**src/common/cpu_pkg.sv**
```systemverilog
package cpu_pkg;

  // Datapath and register file sizes
  localparam int data_bits   = 32;
  localparam int reg_no_bits = 4;
  localparam int imm_bits    = 16;

  localparam logic [data_bits-1:0] start_pc = 32'h0000_0100;

  localparam int imem_words = 16384;
  localparam int dmem_words = 16384;

  // Memory-mapped I/O
  localparam logic [data_bits-1:0] addr_hex  = 32'hFFFF_F000;
  localparam logic [data_bits-1:0] addr_ledr = 32'hFFFF_F020;
  localparam logic [data_bits-1:0] addr_key  = 32'hFFFF_F080;

  localparam int hex_bits  = 24;
  localparam int ledr_bits = 10;
  localparam int key_bits  = 4;

  localparam logic [hex_bits-1:0] hex_reset = 24'hFEDEAD;

  // Primary opcode, instr[31:26]
  typedef enum logic [5:0] {
    op1_alur = 6'b000000,
    op1_beq  = 6'b001000,
    op1_blt  = 6'b001001,
    op1_ble  = 6'b001010,
    op1_bne  = 6'b001011,
    op1_jal  = 6'b001100,
    op1_lw   = 6'b010010,
    op1_sw   = 6'b011010,
    op1_addi = 6'b100000,
    op1_andi = 6'b100100,
    op1_ori  = 6'b100101,
    op1_xori = 6'b100110
  } op1_t;

  // Secondary ALU op, instr[25:18] when op1 is alur
  typedef enum logic [7:0] {
    op2_eq   = 8'b00001000,
    op2_lt   = 8'b00001001,
    op2_le   = 8'b00001010,
    op2_ne   = 8'b00001011,
    op2_add  = 8'b00100000,
    op2_and  = 8'b00100100,
    op2_or   = 8'b00100101,
    op2_xor  = 8'b00100110,
    op2_sub  = 8'b00101000,
    op2_nand = 8'b00101100,
    op2_nor  = 8'b00101101,
    op2_nxor = 8'b00101110,
    op2_rshf = 8'b00110000,
    op2_lshf = 8'b00110001
  } op2_t;

  typedef enum logic [1:0] {
    src_rt   = 2'b00,  // Register rt contents
    src_imm  = 2'b01,
    src_imm4 = 2'b10   // Immediate times 4
  } alu_src_t;

  typedef enum logic [1:0] {
    wr_pc  = 2'b00,
    wr_mem = 2'b01,
    wr_alu = 2'b10
  } wr_src_t;

  typedef struct packed {
    logic                 valid;
    logic [data_bits-1:0] pc_next;  // PC plus 4
    logic [data_bits-1:0] instr;
  } fetch_out_t;

  typedef struct packed {
    logic                   valid;
    logic [data_bits-1:0]   pc_next;
    op1_t                   op1;
    op2_t                   op2;
    logic [data_bits-1:0]   rs_val;
    logic [data_bits-1:0]   rt_val;
    logic [data_bits-1:0]   sxt_imm;
    logic [reg_no_bits-1:0] dst;
    alu_src_t               alu_src;
    logic                   mem_we;
    logic                   mem_re;
    logic                   reg_we;
    wr_src_t                wr_src;
  } decode_out_t;

  typedef struct packed {
    logic                   valid;
    logic [data_bits-1:0]   pc_next;
    logic [data_bits-1:0]   alu_out;
    logic [data_bits-1:0]   rt_val;  // Store data
    logic [reg_no_bits-1:0] dst;
    logic                   mem_we;
    logic                   mem_re;
    logic                   reg_we;
    wr_src_t                wr_src;
  } exec_out_t;

  typedef struct packed {
    logic                   we;
    logic [reg_no_bits-1:0] dst;
    logic [data_bits-1:0]   data;
  } wb_t;

  typedef struct packed {
    logic                 taken;
    logic [data_bits-1:0] target;
  } redirect_t;

endpackage

```
**src/decode/decode_stage.sv**
```systemverilog
module decode_stage (
  input  logic                 clk,
  input  logic                 reset,
  input  cpu_pkg::fetch_out_t  fetch_in,
  input  cpu_pkg::exec_out_t   ex_buf,
  input  cpu_pkg::redirect_t   redirect,
  input  cpu_pkg::wb_t         wb,
  output logic                 hold,
  output cpu_pkg::decode_out_t decode_out
);
  import cpu_pkg::*;

  logic [data_bits-1:0]   regs [2**reg_no_bits];
  op1_t                   op1;
  op2_t                   op2;
  logic [imm_bits-1:0]    imm;
  logic [reg_no_bits-1:0] rd, rs, rt, dst;
  logic [data_bits-1:0]   rs_val, rt_val, sxt_imm;
  alu_src_t               alu_src;
  wr_src_t                wr_src;
  logic                   mem_we, mem_re, reg_we, reads_rt;
  logic                   fetch_used;  // Fetch buffer entry already decoded
  logic                   fetch_valid, rs_hit, rt_hit, stall;

  function automatic logic is_flow(input op1_t op);
    return op inside {op1_beq, op1_blt, op1_ble, op1_bne, op1_jal};
  endfunction

  assign fetch_valid = fetch_in.valid && !fetch_used;
  assign op1 = op1_t'(fetch_in.instr[31:26]);
  assign op2 = op2_t'(fetch_in.instr[25:18]);
  assign imm = fetch_in.instr[23:8];
  assign rd  = fetch_in.instr[11:8];
  assign rs  = fetch_in.instr[7:4];
  assign rt  = fetch_in.instr[3:0];
  assign sxt_imm = {{(data_bits-imm_bits){imm[imm_bits-1]}}, imm};

  // Register reads see a write landing at the same edge
  assign rs_val = (wb.we && wb.dst == rs) ? wb.data : regs[rs];
  assign rt_val = (wb.we && wb.dst == rt) ? wb.data : regs[rt];

  always_comb begin
    alu_src  = src_imm;
    wr_src   = wr_alu;
    mem_we   = 1'b0;
    mem_re   = 1'b0;
    reg_we   = 1'b0;
    reads_rt = 1'b0;
    dst      = rt;
    case (op1)
      op1_alur: begin
        alu_src  = src_rt;
        reg_we   = 1'b1;
        reads_rt = 1'b1;
        dst      = rd;
      end
      op1_beq, op1_blt, op1_ble, op1_bne: begin
        alu_src  = src_rt;
        reads_rt = 1'b1;
      end
      op1_jal: begin
        alu_src = src_imm4;  // Target is rs + imm*4
        wr_src  = wr_pc;     // Link register gets pc_next
        reg_we  = 1'b1;
      end
      op1_lw: begin
        mem_re = 1'b1;
        wr_src = wr_mem;
        reg_we = 1'b1;
      end
      op1_sw: begin
        mem_we   = 1'b1;
        reads_rt = 1'b1;  // Store data
      end
      op1_addi, op1_andi, op1_ori, op1_xori: reg_we = 1'b1;
      default: ;
    endcase
  end

  // Pending writers still in the decode or execute buffer
  assign rs_hit = (decode_out.valid && decode_out.reg_we && decode_out.dst == rs) ||
                  (ex_buf.valid && ex_buf.reg_we && ex_buf.dst == rs);
  assign rt_hit = (decode_out.valid && decode_out.reg_we && decode_out.dst == rt) ||
                  (ex_buf.valid && ex_buf.reg_we && ex_buf.dst == rt);

  assign stall = (fetch_valid && (rs_hit || (reads_rt && rt_hit))) ||
                 (decode_out.valid && is_flow(decode_out.op1));
  assign hold  = stall || (fetch_valid && is_flow(op1));

  always_ff @(posedge clk or posedge reset) begin
    if (reset) begin
      for (int i = 0; i < 2**reg_no_bits; i++)
        regs[i] <= '0;
    end else if (wb.we) begin
      regs[wb.dst] <= wb.data;
    end
  end

  // Fetch keeps a branch in its buffer while decode passes it on
  always_ff @(posedge clk or posedge reset) begin
    if (reset)
      fetch_used <= 1'b0;
    else if (redirect.taken || !hold)
      fetch_used <= 1'b0;
    else if (!stall && fetch_valid)
      fetch_used <= 1'b1;
  end

  always_ff @(posedge clk or posedge reset) begin
    if (reset)
      decode_out <= '0;
    else if (redirect.taken || stall || !fetch_valid)
      decode_out <= '0;  // Bubble
    else
      decode_out <= '{valid: 1'b1, pc_next: fetch_in.pc_next, op1: op1, op2: op2,
                      rs_val: rs_val, rt_val: rt_val, sxt_imm: sxt_imm, dst: dst,
                      alu_src: alu_src, mem_we: mem_we, mem_re: mem_re,
                      reg_we: reg_we, wr_src: wr_src};
  end

  wb_known_a: assert property (
    @(posedge clk) disable iff (reset) wb.we |-> !$isunknown({wb.dst, wb.data})
  );

  bubble_quiet_a: assert property (
    @(posedge clk) disable iff (reset)
      !decode_out.valid |-> !(decode_out.mem_we || decode_out.mem_re || decode_out.reg_we)
  );

endmodule

```
**config.mk**
```make
export PLATFORM = sky130hd
export DESIGN_NAME = decode_stage
export DESIGN_NICKNAME = d
export VERILOG_FILES = /design/src/common/cpu_pkg.sv /design/src/decode/decode_stage.sv
export SDC_FILE = /design/constraint.sdc
export NUM_CORES = 1
export LEC_CHECK = 0
export BUFFER_PORTS_ARGS = -buffer_cell sky130_fd_sc_hd__buf_2
export CAP_MARGIN = 5
export CORE_AREA = 2 2 290 292
export CTS_BUF_LIST = sky130_fd_sc_hd__clkbuf_4
export DETAILED_ROUTE_END_ITERATION = 8
export DIE_AREA = 0 0 292 294
export PLACE_DENSITY = 0.56
export SLEW_MARGIN = 20
export SYNTH_ARGS = -nofsm -noshare
export SYNTH_HDL_FRONTEND = slang
export SYNTH_SLANG_ARGS = --single-unit
```
**constraint.sdc**
```tcl
create_clock -name clk -period 20.6 [get_ports clk]
set_input_delay 1.03 -clock clk [delete_from_list [all_inputs] [get_ports clk]]
set_output_delay 1.03 -clock clk [all_outputs]
set_load 0.01 [all_outputs]
```
==> impl_results.md <==
- Status: completed
- Post-DRT Antenna Nets: 0
- DR iter-0 viols: about 1300
- Fillcell total: approximately 7500
- NetSw: approximately 1 mW
- Residual DRC count: 0
- #FFs+latches synth: about 650
- Total core area: just over 80000 um2
- Total nets after synthesis: around 2500
- WP depth: 8
- Hold_buf cts: 0
- Critical-path top delay cell: buf_4
- Area taken by multi-input logic gates: about 16000 um2
- Max capacitance violation total: 0
- RSZ-0062 raised after global routing: false
- Layout area overhead: 13.3%
- Reg2Reg Depth: 7
- Global-route wire length before repair: between 100000 and 150000 um
- Clock Sinks: approximately 650
- Clk_skew: ~85 ps
- Port bufs: roughly 270
- Top cells by area, synth: dfrtp_1 (49%), mux4_2 (18%), mux2_2 (17%), mux2i_1 (2.1%), clkbuf_1 (1.6%)
- Delay-heaviest family, CP: buffers and inverters
- Worst reg-to-reg setup slack: about 17000 ps
- Rel. slew slack: about a quarter
- Mapped Cells: around 2200
- Worst Path Buf+Inv: 3
- Power share of the clock group: approximately 33%
- Path category of the worst min-delay check: input pin to async pin
- Highest-count cells in the layout ignoring fill and taps: dfrtp_1 (645), mux2_2 (504), clkbuf_4 (276), buf_2 (259), mux4_2 (256)
- Hold_ws: between 90 and 100 ps
- GP Congestion: ~0.8
- Pre-CTS setup slack: between 15000 and 20000 ps
- Fin cells: 3669
- Num ports: 398
- Total CTS buffers: about 170
- Worst Path Required: around 20000 ps
- Register area: 16100 um2
- Drt pass-1 iters: 5
- DR vias: about 22000
- Post-DP HPWL: 52700 um
- Slowest stage delay, CP: approximately 800 ps
- M3 GR Usage: under 10%
- Wire per inst: 26.0 um
- Die height: 294 um
- Slew @ Worst Pin: ~1100 ps
- Critical path, cell by cell: buf_6 -> buf_4 -> xor2_1 -> nor3_1 -> nand4_1 -> nand3_1 -> a2bb2oi_1 -> buf_2
- Initial antenna violation count: 6
- Row cnt: about 110
- Vias in the first global route: between 20000 and 25000
- CTS tree: built
- Placed cells: 3360
- Worst EP arrival: ~3700 ps
- Power per cell area: 97.5 nW/um2
- Die ar.: 85800 um2
- Share of the synthesized area in the top cell type: roughly 49%
- Fin Setup TNS: 0 ps
- NumNets Final: 2699
- Yosys cell types: 37
- Post-Synthesis Cell Area: 32700 um2
- Power share of the combinational group: around a fifth
- Routing usage on met2: between 30% and 40%
- Ys Warns: 0
- R2r startpoint: decode_out[7]
- Maximum clock insertion buffer count: 3
- CP Capture Type: output port
- Syn_area_per_cell: ~15 um2
- M1 GR Usage: 30.2%
- Gr ovfl total: 0
- RR Endpoint: decode_out[84]
- Commonest non-fill, non-tap cell in the layout: dfrtp_1
- Achievable Freq: 214 MHz
- Setup bufs post-CTS: 0
- Sw Share: ~28%
- Die W: 292 um
- Max IR drop VDD: between 0.05 and 0.06 mV
- Crit share post-route: 22.7%
- H-Tree Depth: 4
- Reg power frac: 46.6%
- Pins Over Slew Limit: 0
- # resized after CTS: 0
- Critical Path Start Type: input pin
- Worst-path clk slew: ~70 ps
- Largest net degree at the start of global routing: 155
- Final Hold Vio Count: 0
- DR vias/cell: about 5.9
- Share of cells above drive strength 1: 53.6%
- Setup violations, final: 0
- Post-route worst setup slack: between 15000 and 20000 ps
- Largest area contributor in the netlist: dfrtp_1
- Busiest grt layer: met2
- WL final: between 90000 and 100000 um
- Crit-path max FO: between 80 and 90
- Cell leakage power: ~16 nW
- Clk root buf: clkbuf_4
- Internal power: about 2.6 mW
- Worst skew pair latency: approximately 1100 ps
- Clock period minus worst slack: 4680 ps
- Starting density of the core: 39.5%
- Seq/Total Area, Yosys: between 40 and 50%
- Gr usage total: roughly 22%
- WS Path Type: input pin to output port
-- cell type report --
class | count | area share, %
Timing Repair Buffer | 308 | 4.67
Multi-Input combinational cell | 1322 | 41.9
Tap cell | 1080 | 3.65
Antenna cell | 3 | 0.0203
Clock buffer | 276 | 5.59
Sequential cell | 645 | 43.5
Inverter | 5 | 0.0709
Clock inverter | 30 | 0.554
-- worst max path at each step --
| stage | from | to |
|---|---|---|
| 6_report | fetch_in[5] | hold |
| 5_1_grt | fetch_in[5] | hold |
| 4_1_cts | fetch_in[5] | hold |
| 3_5_place_dp | fetch_in[0] | decode_out[74] |
| 3_3_place_gp | fetch_in[0] | decode_out[74] |
| 2_1_floorplan | reset | decode_out[0] |
-- synthesized netlist by cell type, drive strengths merged --
cell type and number:
mux2 512, nand2 10, inv 5, nor2 18, o21ai 65, o211ai 64
nand4 6, nor3 17, a21boi 1, a211oi 63, mux4 256, xnor2 16
nor2b 66, a2bb2oi 2, buf 117, or2 3, o32ai 1, nand3b 4
nand3 6, nor4 64, clkbuf 137, a21oi 2, nand2b 7, dfrtp 645
or3 2, mux2i 69, nor3b 53, a2111oi 1, o21bai 2, o31a 1
and3b 1, a31oi 1, xor2 8, o311a 1
-- through the flow --
stage / power (mW) / cell area, um2 / util, %
finish: 3.62 / 37100 / 44.7
global route: 3.82 / 37100 / 44.7
CTS: 3.66 / 37100 / 44.7
detailed placement: 2.47 / 34800 / 42.0
global placement: 2.42 / 34800 / 42.0
floorplan: 2.26 / 32700 / -
-- cells by family (layout without fill, tap and decap cells) --
logic type                after synthesis  in the layout  share of synthesized area [%]
xor gates and xnor gates               24             24                          0.642
AOI/OAI and AO/OA                     204            204                           4.25
muxes                                 837            837                           37.4
DFF                                   645            645                           49.3
and+or+nand+nor                       257            257                           4.84
buffers and inverters                 259            619                           3.59
other                                   0              3                              0
-- power groups by stage --
stage | Sequential [mW] | Clock, mW | Combinational, mW
after floorplan | 1.66 | 0 | 0.602
after global placement | 1.67 | 0 | 0.743
after detailed placement | 1.70 | 0 | 0.762
after CTS | 1.68 | 1.21 | 0.764
after global routing | 1.72 | 1.29 | 0.816
final | 1.69 | 1.17 | 0.756
-- metal layers --
layer / part of all wire, % / wire length, um
met5: 0.036 / 34
met4: 2.8 / 2670
met2: 47 / 45100
met1: 44 / 41800
met3: 6.1 / 5850
-- state kept, by name, summed over array words and instances, names as in the netlist --
register,cells
regs,512
fetch_used,1
decode_out,132
Note: power is estimated with default switching activity, not from simulation.
